--- config.mk ---
export PLATFORM = sky130hd
export DESIGN_NAME = branch_unit
export DESIGN_NICKNAME = d
export VERILOG_FILES = /design/src/common/exe_pkg.sv /design/src/verilog/branch_unit.sv
export SDC_FILE = /design/constraint.sdc
export NUM_CORES = 1
export LEC_CHECK = 0
export ABC_AREA = 1
export CAP_MARGIN = 20
export CORE_ASPECT_RATIO = 0.9
export CORE_MARGIN = 1
export CORE_UTILIZATION = 45
export DETAILED_ROUTE_END_ITERATION = 8
export DONT_BUFFER_PORTS = 1
export GPL_TIMING_DRIVEN = 0
export PLACE_DENSITY = 0.61
export SLEW_MARGIN = 5
export SYNTH_ARGS = -nofsm -noshare
export SYNTH_HDL_FRONTEND = slang
export SYNTH_SLANG_ARGS = --single-unit
--- constraint.sdc ---
create_clock -name vclk -period 7.2
set_input_delay 1.08 -clock vclk [all_inputs]
set_output_delay 1.08 -clock vclk [all_outputs]
set_load 0.01 [all_outputs]
--- src/common/exe_pkg.sv ---
package exe_pkg;

    typedef logic [31:0] data_t;
    typedef logic [31:0] pc_t;
    // register 0 always reads zero
    typedef logic [4:0]  reg_addr_t;

    // shifts use b[4:0], lui passes b through
    typedef enum logic [3:0] {
        ALU_ADD  = 4'd0,
        ALU_SUB  = 4'd1,
        ALU_SLT  = 4'd2,
        ALU_SLTU = 4'd3,
        ALU_AND  = 4'd4,
        ALU_OR   = 4'd5,
        ALU_XOR  = 4'd6,
        ALU_NOR  = 4'd7,
        ALU_SLL  = 4'd8,
        ALU_SRL  = 4'd9,
        ALU_SRA  = 4'd10,
        ALU_LUI  = 4'd11
    } alu_op_t;

    typedef enum logic [3:0] {
        BR_BEQ  = 4'd0,
        BR_BNE  = 4'd1,
        BR_BLT  = 4'd2,
        BR_BGE  = 4'd3,
        BR_BLTU = 4'd4,
        BR_BGEU = 4'd5,
        BR_B    = 4'd6,
        BR_BL   = 4'd7,
        BR_JIRL = 4'd8
    } br_op_t;

    // low word, signed high word, unsigned high word
    typedef enum logic [1:0] {
        MUL_MUL   = 2'd0,
        MUL_MULH  = 2'd1,
        MUL_MULHU = 2'd2
    } mul_op_t;

    typedef enum logic [1:0] {
        UNIT_ALU = 2'd0,
        UNIT_BR  = 2'd1,
        UNIT_MUL = 2'd2
    } unit_t;

    // return address of bl and jirl is pc + link_offset
    localparam data_t link_offset = 32'd4;

endpackage

--- src/verilog/branch_unit.sv ---
module branch_unit (
    input  exe_pkg::br_op_t op,
    input  exe_pkg::pc_t    pc,
    input  exe_pkg::pc_t    pc_next,
    input  exe_pkg::data_t  sr0,
    input  exe_pkg::data_t  sr1,
    input  exe_pkg::data_t  imm,
    output logic            taken,
    output exe_pkg::pc_t    target,
    output logic            link_en,
    output exe_pkg::data_t  link_data,
    output logic            mispredict
);

    logic         eq;
    logic         lt_signed;
    logic         lt_unsigned;
    exe_pkg::pc_t jump_pc;
    exe_pkg::pc_t seq_pc;

    assign eq = sr0 == sr1;
    assign lt_signed = $signed(sr0) < $signed(sr1);
    assign lt_unsigned = sr0 < sr1;

    always_comb begin
        case (op)
            exe_pkg::BR_BEQ: begin
                taken = eq;
            end
            exe_pkg::BR_BNE: begin
                taken = !eq;
            end
            exe_pkg::BR_BLT: begin
                taken = lt_signed;
            end
            exe_pkg::BR_BGE: begin
                taken = !lt_signed;
            end
            exe_pkg::BR_BLTU: begin
                taken = lt_unsigned;
            end
            exe_pkg::BR_BGEU: begin
                taken = !lt_unsigned;
            end
            exe_pkg::BR_B, exe_pkg::BR_BL, exe_pkg::BR_JIRL: begin
                taken = 1'b1;
            end
            default: begin
                taken = 1'b0;
            end
        endcase
    end

    // jirl is register relative, the rest pc relative
    assign jump_pc = (op == exe_pkg::BR_JIRL) ? sr0 + imm : pc + imm;
    assign seq_pc = pc + 32'd4;

    // target is the real next pc, sequential when not taken
    assign target = taken ? jump_pc : seq_pc;

    assign link_en = (op == exe_pkg::BR_BL) || (op == exe_pkg::BR_JIRL);
    assign link_data = pc + exe_pkg::link_offset;

    assign mispredict = target != pc_next;

endmodule

* Word level (Yosys, flattened, before mapping)
Cells that the tools add are included.
W data, S select, Z words.
** Storage, ports and cells
- Output and inout bits :: 67
- Flip-flop bits (word level) :: 0
- Bits of input ports :: 164
** Cells by class
- $lt $le $gt $ge :: 2
- Eq/ne operators :: 10
- Mux-type cells :: 3
- Reductions and logical operators :: 6
- $add $sub $neg :: 3
** Operators with widths (number)
- $add A32 B32 Y32 :: 2
- $lt A32 B32 Y1 :: 2
- $mux W32 :: 2
- $add A32 B3 Y32 const B :: 1
- $eq A32 B32 Y1 :: 1
- $ne A32 B32 Y1 :: 1
- $eq A4 B3 Y1 const B :: 4
- $eq A4 B2 Y1 const B :: 2
- $pmux W1 S7 :: 1
- $eq A4 B1 Y1 const B :: 1
- $eq A4 B4 Y1 const B :: 1
- $logic_not A4 Y1 :: 1
- $logic_not A1 Y1 :: 3
- $reduce_or A3 Y1 :: 1
- $logic_or A1 B1 Y1 :: 1

* Longest topological paths before layout
Gate-level depths: netlist (run 1).
- Depth in word-level cells :: 5
- Mapped depth :: 29
- Depth with buffers taken out :: 28

* Worst setup path before layout (run 1)
OpenSTA, ideal clock, no wires.
- Path type :: in2out
- Start :: input op[2]
- End :: output mispredict
- Setup slack :: 1.910 ns
- Path buffers :: 2
- Arrival :: 4.210 ns
- Stages on the path :: 22
- Path through :: inv_1 > nand3_1 > clkbuf_1 > clkbuf_1 > a21oi_1 > ha_1 > nand2_1 > nand3_1 > a21oi_1 > inv_1 > nand3_1 > nand3_1 > a21o_1 > or2_2 > nand3_1 > nand2_1 > nand2_1 > nand3_1 > nor2_1 > nand2_1 > nor2_1 > nand2_1
** Between the ends
- Word-level cells in the longest chain between the ends :: 5
- Elaborated cells between the ends (all ways) :: 14
- Classes of those cells :: 9 x eq/ne; 3 x mux; 2 x reduce/logical
** Ends and longest elaborated chain
- from (decl) :: RTL line branch_unit.sv:2 : input exe_pkg::br_op_t op,
- $eq A4 B3 Y1 or $eq A4 B4 Y1 (tied branches) :: RTL line branch_unit.sv:26, branch_unit.sv:55
- $reduce_or A3 Y1 :: RTL line branch_unit.sv:26 : case (op)
- $pmux W1 S7 :: RTL line branch_unit.sv:26
- $mux W32 * :: RTL line branch_unit.sv:59 : assign target = taken ? jump_pc : seq_pc;
- via target[25] :: RTL line branch_unit.sv:9 : output exe_pkg::pc_t target,
- $ne A32 B32 Y1 * :: RTL line branch_unit.sv:64 : assign mispredict = target != pc_next;
- to (decl) :: RTL line branch_unit.sv:12 : output logic mispredict
The timed path passes the listed nets; every way through them passes the cells marked *.

* Worst setup path in the final report (run 1)
- Start :: input op[1]
- End :: output mispredict
The elaborated chain is that of the path after synthesis.

==> run_results.csv, run 1 <==
group,metric,value,unit
global_routing,grt_max_degree,11,
critical_path,crit_slowest_cell,"nand3_1",
run_status,status,"finished, final reports clean",
critical_path,path_class,"input pin to primary output",
critical_path,cp.depth,22,
route,drt_pass1_iterations,5,
die,core-area,10990,um^2
critical_path,critical_path.max_stage_delay,460,ps
route,dr_wl_met3,1709,um
synth,ys_seq_area_share,0,%
synth,synthXorXnorAreaFrac,7.970,%
global_routing,grt_pass1_wl,27940,um
final_layout,area_delta_synth_final,3.682,%
route,vias_per_cell,5.316,
final_layout,final-seq-area,0,um^2
timing,fin_ws,995.0,ps
final_layout,drive_gt1_share,5.317,%
worst_hold_path,hold_path.class,"input pin to primary output",
power,clkPwrFrac,0,%
power,vdd_drop_max,0.01953,mV
synth,avgSynthCellArea,5.281,um^2
final_layout,final_cell_mix,"287 x nand2_1, 164 x inv_1, 98 x nor2_1, 69 x nand3_1, 68 x a21oi_1",
critical_path,start_kind,"input pin",
synth,ys_warn_count,0,
final_layout,fillCellCount,1331,
critical_path,worst_ep_arrival_time,5120,ps
timing,slew_violations,0,
global_routing,antenna_found_initial,0,
placement,gp_congestion,0.9295,
timing,worstMarginPinSlew,674.2,ps
die,die_area,11910,um^2
critical_path,cp-end-kind,"primary output",
synth,synth_area_leaders,"nand2_1 21%, ha_1 16%, inv_1 12%, nor2_1 7.1%, xor2_1 6.8%",
synth,synth_simple_gate_area_share,46.46,%
timing,hold_viol,0,
die,die_h,103.6,um
job,maxCapViolations,0,
route,ant_nets,0,
clock_network,cts-resized-gates,0,
timing,fin_crit,6205,ps
final_layout,final_common_cell,"nand2_1",
die,die_w,114.9,um
timing,rsz0062_at_grt,"false",
synth,syn_area,5165,um^2
route,top_layer,"met4",
critical_path,required,6120,ps
critical_path,worstPathMaxFanout,10,
route,route.met2.wl,7637,um
route,met1_length,8353,um
final_layout,nFlopsAndLatches,0,
final_layout,antenna_cells_inserted,0,
route,drt_iter0_markers,357,
timing,fin_setup_tns,0,ps
critical_path,crit_chain,"nor2_1 -> nand3_1 -> clkbuf_1 -> clkbuf_1 -> a21oi_1 -> ha_1 -> nand2_1 -> nand3_1 -> a21oi_1 -> inv_1 -> nand3_1 -> nand3_1 -> a21o_1 -> or2_2 -> nand3_1 -> nand2_1 -> nand2_1 -> nand3_1 -> nor2_1 -> nand2_1 -> nor2_1 -> nand2_1",
clock_network,hold_buffers,0,
power,p_switching,306.1,uW
synth,synth_mux_area_share,2.592,%
global_routing,grt_overflow,0,
synth,yosysTopAreaCellShare,20.86,%
critical_path,crit_top_cell,"nand3_1",
final_layout,clock_buffers,0,
placement,dpl.hpwl,16320,um
timing,fmax,0.1612,GHz
synth,synth_compound_gate_area_share,12.67,%
clock_network,post_cts_buffers,0,
route,totalWireLength,17970,um
route,post_drt_wl_per_cell,15.90,um
power,cellPowerDensity,87.03,nW/um^2
timing,setup_viol,0,
synth,synth_top_family_by_area,"simple AND/OR/NAND/NOR gates",
power,comb_power_share,100.0,%
power,seqPwrFrac,0,%
synth,synth_top_cell_by_area,"nand2_1",
critical_path,crit_end,"mispredict",
die,rows,36,
worst_hold_path,hold_depth,1,
route,num_vias,6007,
die,start_util,46.99,%
critical_path,cp_top_family,"simple AND/OR/NAND/NOR gates",
power,switching_share,65.67,%
timing,fin_crit_sh,86.18,%
route,drc_errors,0,
global_routing,grtUsageTotal,29.44,%
power,p_int,160.0,uW
placement,dpl_worst_slack,1044,ps
critical_path,critPathBufInv,3,
global_routing,grt_pass1_vias,5533,
synth,synth.distinct_cells,36,
power,p_leak,0.003093,uW
critical_path,crit_path_start,"op[1]",
synth,syn-num-nets,1207,
placement,io_buffers,0,
synth,yosys.area_share.adder,15.89,%
die,io_pins,231,
timing,slew_headroom,54.90,%
synth,synthCells,978,
final_layout,layout.nets,1209,
-- metal layers --
layer	global-route usage, %	vias up
met5	0	-
met4	3.989	0
met3	5.734	18
met2	47.63	236
met1	40.83	2602
li1	-	3151
-- synth_stat cells, drive strengths merged --
library cell,instances
buf,16
xor2,40
o21ai,27
mux2,11
a21o,10
xnor2,7
nand3,70
a211oi,1
nand4,36
clkbuf,5
ha,64
nand3b,10
nand2,304
clkinv,1
and2,3
nor2,101
o21a,2
fa,1
or2,3
inv,164
mux2i,1
a21boi,1
o21bai,8
a31oi,1
nor3,14
a21oi,68
nor4,8
o211ai,1
-- cells by family after synthesis --
logic type	after synthesis
fa+ha+maj	65
compound gates	119
buf+inv	186
simple gates	549
mux	12
xor+xnor	47
-- layout make-up --
class	instances	area, um^2	area share, %
multi-input combinational	792	4420	82.55
inverter	165	619.3	11.57
tap	152	190.2	3.551
buffer	21	125.1	2.336
-- power groups by stage --
stage	clock network (uW)	logic (uW)	registers (uW)
3_5_place_dp	0	460	0
3_3_place_gp	0	457	0
4_1_cts	0	462	0
6_report	0	466	0
5_1_grt	0	530	0
2_1_floorplan	0	366	0
-- worst min path at each step --
stage | slack [ps] | endpoint | from
2_1_floorplan | 2220 | link_data[2] | pc[2]
3_3_place_gp | 2250 | link_data[0] | pc[0]
3_5_place_dp | 2250 | link_data[0] | pc[0]
4_1_cts | 2250 | link_data[0] | pc[0]
5_1_grt | 2260 | link_data[1] | pc[1]
6_report | 2250 | link_data[0] | pc[0]
-- through the flow --
stage	hold WS (ps)	utilization, %	total power (uW)	std cells	instance area [um^2]
after floorplan	2218	-	365.8	978	5165
after global placement	2254	48.73	457.1	1130	5355
after detailed placement	2253	48.73	460.2	1130	5355
after CTS	2253	48.73	461.8	1130	5355
after global routing	2256	48.73	530.0	1130	5355
final	2253	48.73	466.1	1130	5355
Power figures use the tool's default switching activity.
==> run 2: changes to the inputs <==
--- a/config.mk
+++ b/config.mk
@@ -9,11 +9,11 @@
 export CAP_MARGIN = 20
 export CORE_ASPECT_RATIO = 0.9
 export CORE_MARGIN = 1
-export CORE_UTILIZATION = 45
+export CORE_UTILIZATION = 55
 export DETAILED_ROUTE_END_ITERATION = 8
 export DONT_BUFFER_PORTS = 1
 export GPL_TIMING_DRIVEN = 0
-export PLACE_DENSITY = 0.61
+export PLACE_DENSITY = 0.74
 export SLEW_MARGIN = 5
 export SYNTH_ARGS = -nofsm -noshare
 export SYNTH_HDL_FRONTEND = slang
==> constraint.sdc (replaced) <==
create_clock -name vclk -period 4.97
set_input_delay 0.7455 -clock vclk [all_inputs]
set_output_delay 0.7455 -clock vclk [all_outputs]
set_load 0.01 [all_outputs]
==> run 2 against run 1 <==
- count of clock-buffer cells in the layout stayed put
- global-route usage is 5.3 points higher
- critical path depth is 1 higher
- critical endpoint unchanged
- worst setup slack worse by 790 ps
- flip-flop and latch count stayed put
- highest routed layer unchanged
==> run_results.csv, run 2 (synthesis results as in run 1) <==
group,metric,value,unit
route,post_drt_wl_per_cell,15.80,um
final_layout,final_area,5425,um^2
worst_hold_path,hold_path.class,"input pin to primary output",
placement,dpl.hpwl,15520,um
job,maxCapViolations,0,
final_layout,layout.nets,1214,
die,die_h,93.94,um
final_layout,nFlopsAndLatches,0,
route,drt_pass1_iterations,6,
die,start_util,56.60,%
placement,dpl_worst_slack,-550.1,ps
timing,worstMarginPinSlew,503.8,ps
global_routing,antenna_found_initial,0,
route,drt_iter0_markers,562,
power,p_switching,453.2,uW
final_layout,final_common_cell,"nand2_1",
critical_path,required,4220,ps
timing,fin_ws,201.1,ps
route,num_vias,6225,
global_routing,grt_overflow,0,
route,ant_nets,0,
final_layout,antenna_cells_inserted,0,
die,die_w,104.2,um
final_layout,drive_gt1_share,7.426,%
power,seqPwrFrac,0,%
global_routing,grtUsageTotal,34.69,%
placement,postPlaceCellArea,5318,um^2
power,p_int,238.1,uW
power,clkPwrFrac,0,%
timing,fin_crit_sh,95.95,%
final_layout,clock_buffers,0,
route,vias_per_cell,5.633,
final_layout,final_cell_mix,"284 x nand2_1, 164 x inv_1, 97 x nor2_1, 68 x nand3_1, 64 x a21oi_1",
placement,io_buffers,0,
critical_path,cp-end-kind,"primary output",
timing,hold_viol,0,
timing,fin_crit,4769,ps
global_routing,grt_pass1_vias,5510,
route,drc_errors,0,
clock_network,hold_buffers,0,
route,totalWireLength,17460,um
power,p_leak,0.003131,uW
timing,fmax,0.2097,GHz
die,core-area,9125,um^2
global_routing,grt_pass1_wl,27100,um
power,vdd_drop_max,0.04400,mV
final_layout,final-seq-area,0,um^2
run_status,status,"finished, final reports clean",
timing,slew_violations,0,
critical_path,worst_ep_arrival_time,4020,ps
final_layout,fillCellCount,981,
die,io_pins,231,
timing,setup_viol,0,
timing,slew_headroom,66.41,%
power,switching_share,65.56,%
placement,gp_congestion,0.9789,
critical_path,worstPathMaxFanout,10,
power,cellPowerDensity,127.4,nW/um^2
timing,hold_slack,1581,ps
global_routing,grt_max_degree,11,
critical_path,path_class,"input pin to primary output",
die,rows,33,
die,die_area,9783,um^2
critical_path,start_kind,"input pin",
final_layout,area_delta_synth_final,5.039,%
power,comb_power_share,100.0,%
run 2: changes by cell type in the layout (fill, tap and decap cells not counted), sizes merged:
cell	before	now
buf	16	22
clkbuf	5	4
run 2: worst paths after layout:
kind / start / end / cells after the start / slack (ps)
setup / recovery: op[1] / mispredict / 23 / 200
hold / removal: pc[2] / link_data[2] / 1 / 1580
run 2: layout make-up:
| type | instances | area, um^2 | area share (%) |
|---|---|---|---|
| Buffer | 21 | 135.1 | 2.491 |
| Inverter | 165 | 619.3 | 11.42 |
| Multi-Input combinational cell | 792 | 4481 | 82.59 |
| Tap cell | 122 | 152.6 | 2.814 |
| Timing Repair Buffer | 5 | 37.54 | 0.6919 |
run 2: worst max-delay path, stage by stage:
cell and delay (ps):
nor2_4 130, nand3_4 130, clkbuf_4 220, nand2_1 60
o21ai_0 120, ha_2 240, fa_1 400, nand3_1 80
nand3_1 140, nand3_1 110, nand3_1 140, a21oi_2 240
buf_4 140, xor2_1 320, nand2_1 120, nand3_1 80
nand2_1 50, nor2_1 90, nand2_1 50, nor2_1 120
nand2_1 80, nor2_1 80, nand2_1 100
run 2: per-layer routing:
metal	vias up	GRT usage, %	share of wire (%)
met5	-	0	0
met4	0	7.381	2.5
met3	32	7.906	12
met2	322	56.61	42
met1	2703	46.45	43
li1	3168	-	-
run 2: power groups by stage:
stage	Sequential [uW]	Clock, uW	Combinational (uW)
floorplan	0	0	530
finish	0	0	691
global placement	0	0	658
global route	0	0	779
CTS	0	0	670
detailed placement	0	0	664
run 2: metrics by stage:
| stage | utilization [%] | total power, uW | TNS [ps] | instances |
|---|---|---|---|---|
| 3_5_place_dp | 58.28 | 664.4 | -1042 | 1100 |
| 2_1_floorplan | - | 530.0 | 0 | 978 |
| 4_1_cts | 58.65 | 670.4 | 0 | 1100 |
| 5_1_grt | 59.45 | 778.7 | -22.08 | 1105 |
| 3_3_place_gp | 58.28 | 657.6 | -980.8 | 1100 |
| 6_report | 59.45 | 691.3 | 0 | 1105 |
run 2: timing repair:
action                     in CTS  in global routing
pin swaps                       1                  4
setup endpoints to repair       6                  1
resized for setup              11                 16
setup buffers                   0                  5
gates cloned                    0                  0
==> run 3: changes to the inputs <==
--- a/config.mk
+++ b/config.mk
@@ -7,7 +7,6 @@
 export LEC_CHECK = 0
 export ABC_AREA = 1
 export CAP_MARGIN = 20
-export CORE_ASPECT_RATIO = 0.9
 export CORE_MARGIN = 1
 export CORE_UTILIZATION = 55
 export DETAILED_ROUTE_END_ITERATION = 8
==> run 3 against run 2 <==
- final cell count shrank 1.3%
- core utilization grew 1.6 points
- die area about the same
- global-route usage is 1.2 points lower
- flip-flop and latch count is the same
- worst setup slack gained 100 ps
- power grew 0.36%
- count of clock-buffer cells in the layout did not move
- combinational power about the same
- routed wire length decreased by 0.84%
- fmax is 2.2% higher
- largest power group unchanged
==> run_results.csv, run 3 (synthesis results as in run 1) <==
group,metric,value,unit
global_routing,grt_pass1_vias,5486,
final_layout,area_delta_synth_final,5.014,%
timing,worstMarginPinSlew,499.2,ps
final_layout,final-seq-area,0,um^2
die,core-area,8891,um^2
die,die_w,98.91,um
placement,dp_cells,1086,
global_routing,grt_overflow,0,
global_routing,grt_pass1_wl,26190,um
global_routing,grtUsageTotal,33.54,%
power,p_leak,0.003150,uW
route,vias_per_cell,5.625,
placement,dpl.hpwl,15440,um
route,num_vias,6137,
route,drc_errors,0,
route,drt_iter0_markers,417,
route,top_layer,"met4",
route,post_drt_wl_per_cell,15.87,um
final_layout,final_common_cell,"nand2_1",
timing,slew_violations,0,
die,start_util,58.09,%
power,vdd_drop_max,0.04229,mV
power,p_total,693.8,uW
final_layout,fillCellCount,967,
timing,hold_viol,0,
run_status,status,"finished, final reports clean",
placement,io_buffers,0,
global_routing,antenna_found_initial,0,
route,totalWireLength,17310,um
timing,fmax,0.2142,GHz
route,ant_nets,0,
critical_path,start_kind,"input pin",
job,maxCapViolations,0,
global_routing,grt_max_degree,11,
die,rows,34,
route,drt_pass1_iterations,7,
worst_hold_path,hold_path.class,"input pin to primary output",
die,die_area,9782,um^2
final_layout,layout.nets,1214,
final_layout,drive_gt1_share,7.630,%
die,io_pins,231,
critical_path,path_class,"input pin to primary output",
route,route.met2.wl,7588,um
route,dr_wl_met3,1844,um
placement,gp_congestion,0.9590,
final_layout,nFlopsAndLatches,0,
die,die_h,98.91,um
critical_path,required,4220,ps
power,cellPowerDensity,127.9,nW/um^2
final_layout,antenna_cells_inserted,0,
final_layout,clock_buffers,0,
final_layout,final_cells,1091,
critical_path,cp-end-kind,"primary output",
route,met1_length,7492,um
critical_path,worstPathMaxFanout,10,
timing,slew_headroom,66.61,%
final_layout,final_cell_mix,"286 x nand2_1, 164 x inv_1, 97 x nor2_1, 65 x nand3_1",
timing,fin_crit,4668,ps
critical_path,worst_ep_arrival_time,3920,ps
timing,fin_crit_sh,93.93,%
timing,setup_viol,0,
[run 3: cell count changes in the layout (fill, tap and decap cells not counted), sizes merged]
cell    previous run  this run
clkbuf             4         1
buf               22        25
[run 3: power breakdown]
group	switching, uW	internal [uW]
combinational	455	239
clock	0	0
sequential	0	0
total	455	239
[run 3: critical path, stage by stage]
cell and delay [ps]:
nor2_4 130, nand3_4 140, buf_4 210, nand2_1 60, o21ai_0 90, ha_1 240, fa_1 410, nand3_1 110
nand3_2 120, nand3_1 100, nand3_1 130, a21oi_2 230, buf_4 140, xor2_1 270, nand2_1 130, nand3_1 80
nand2_1 50, nor2_1 90, nand2_1 50, nor2_1 110, nand2_1 80, nor2_1 80, nand2_1 100
[run 3: final timing paths]
check / start / to / cells after the start
setup / recovery: op[1] / mispredict / 23
hold / removal: pc[2] / link_data[2] / 1
[run 3: area by class of cell]
cell class	count	area [um^2]	area share [%]
tap	108	135.1	2.491
buffer	20	131.4	2.422
multi-input combinational	792	4493	82.84
inverter	165	619.3	11.42
timing repair buffer	6	45.04	0.8305
[run 3: layer usage]
layer	track usage (%)	vias to the layer above
met5	0	-
met4	7.807	0
met3	7.447	27
met2	56.37	291
met1	43.45	2655
li1	-	3164
[run 3: through the flow]
| step | setup WS, ps | TNS (ps) | utilization [%] | hold slack [ps] | cell area (um^2) |
|---|---|---|---|---|---|
| 2_1_floorplan | 349.2 | 0 | - | 1549 | 5165 |
| 3_3_place_gp | -557.2 | -1098 | 59.61 | 1580 | 5300 |
| 3_5_place_dp | -563.3 | -1072 | 59.61 | 1579 | 5300 |
| 4_1_cts | 31.69 | 0 | 59.91 | 1579 | 5326 |
| 5_1_grt | -17.38 | -17.38 | 61.00 | 1586 | 5424 |
| 6_report | 301.9 | 0 | 61.00 | 1583 | 5424 |
[run 3: repair_timing]
item	4_1_cts	5_1_grt
pin swaps	1	5
gates resized for setup	9	21
hold buffers	0	0
buffers inserted	0	6
setup endpoints to repair	6	1
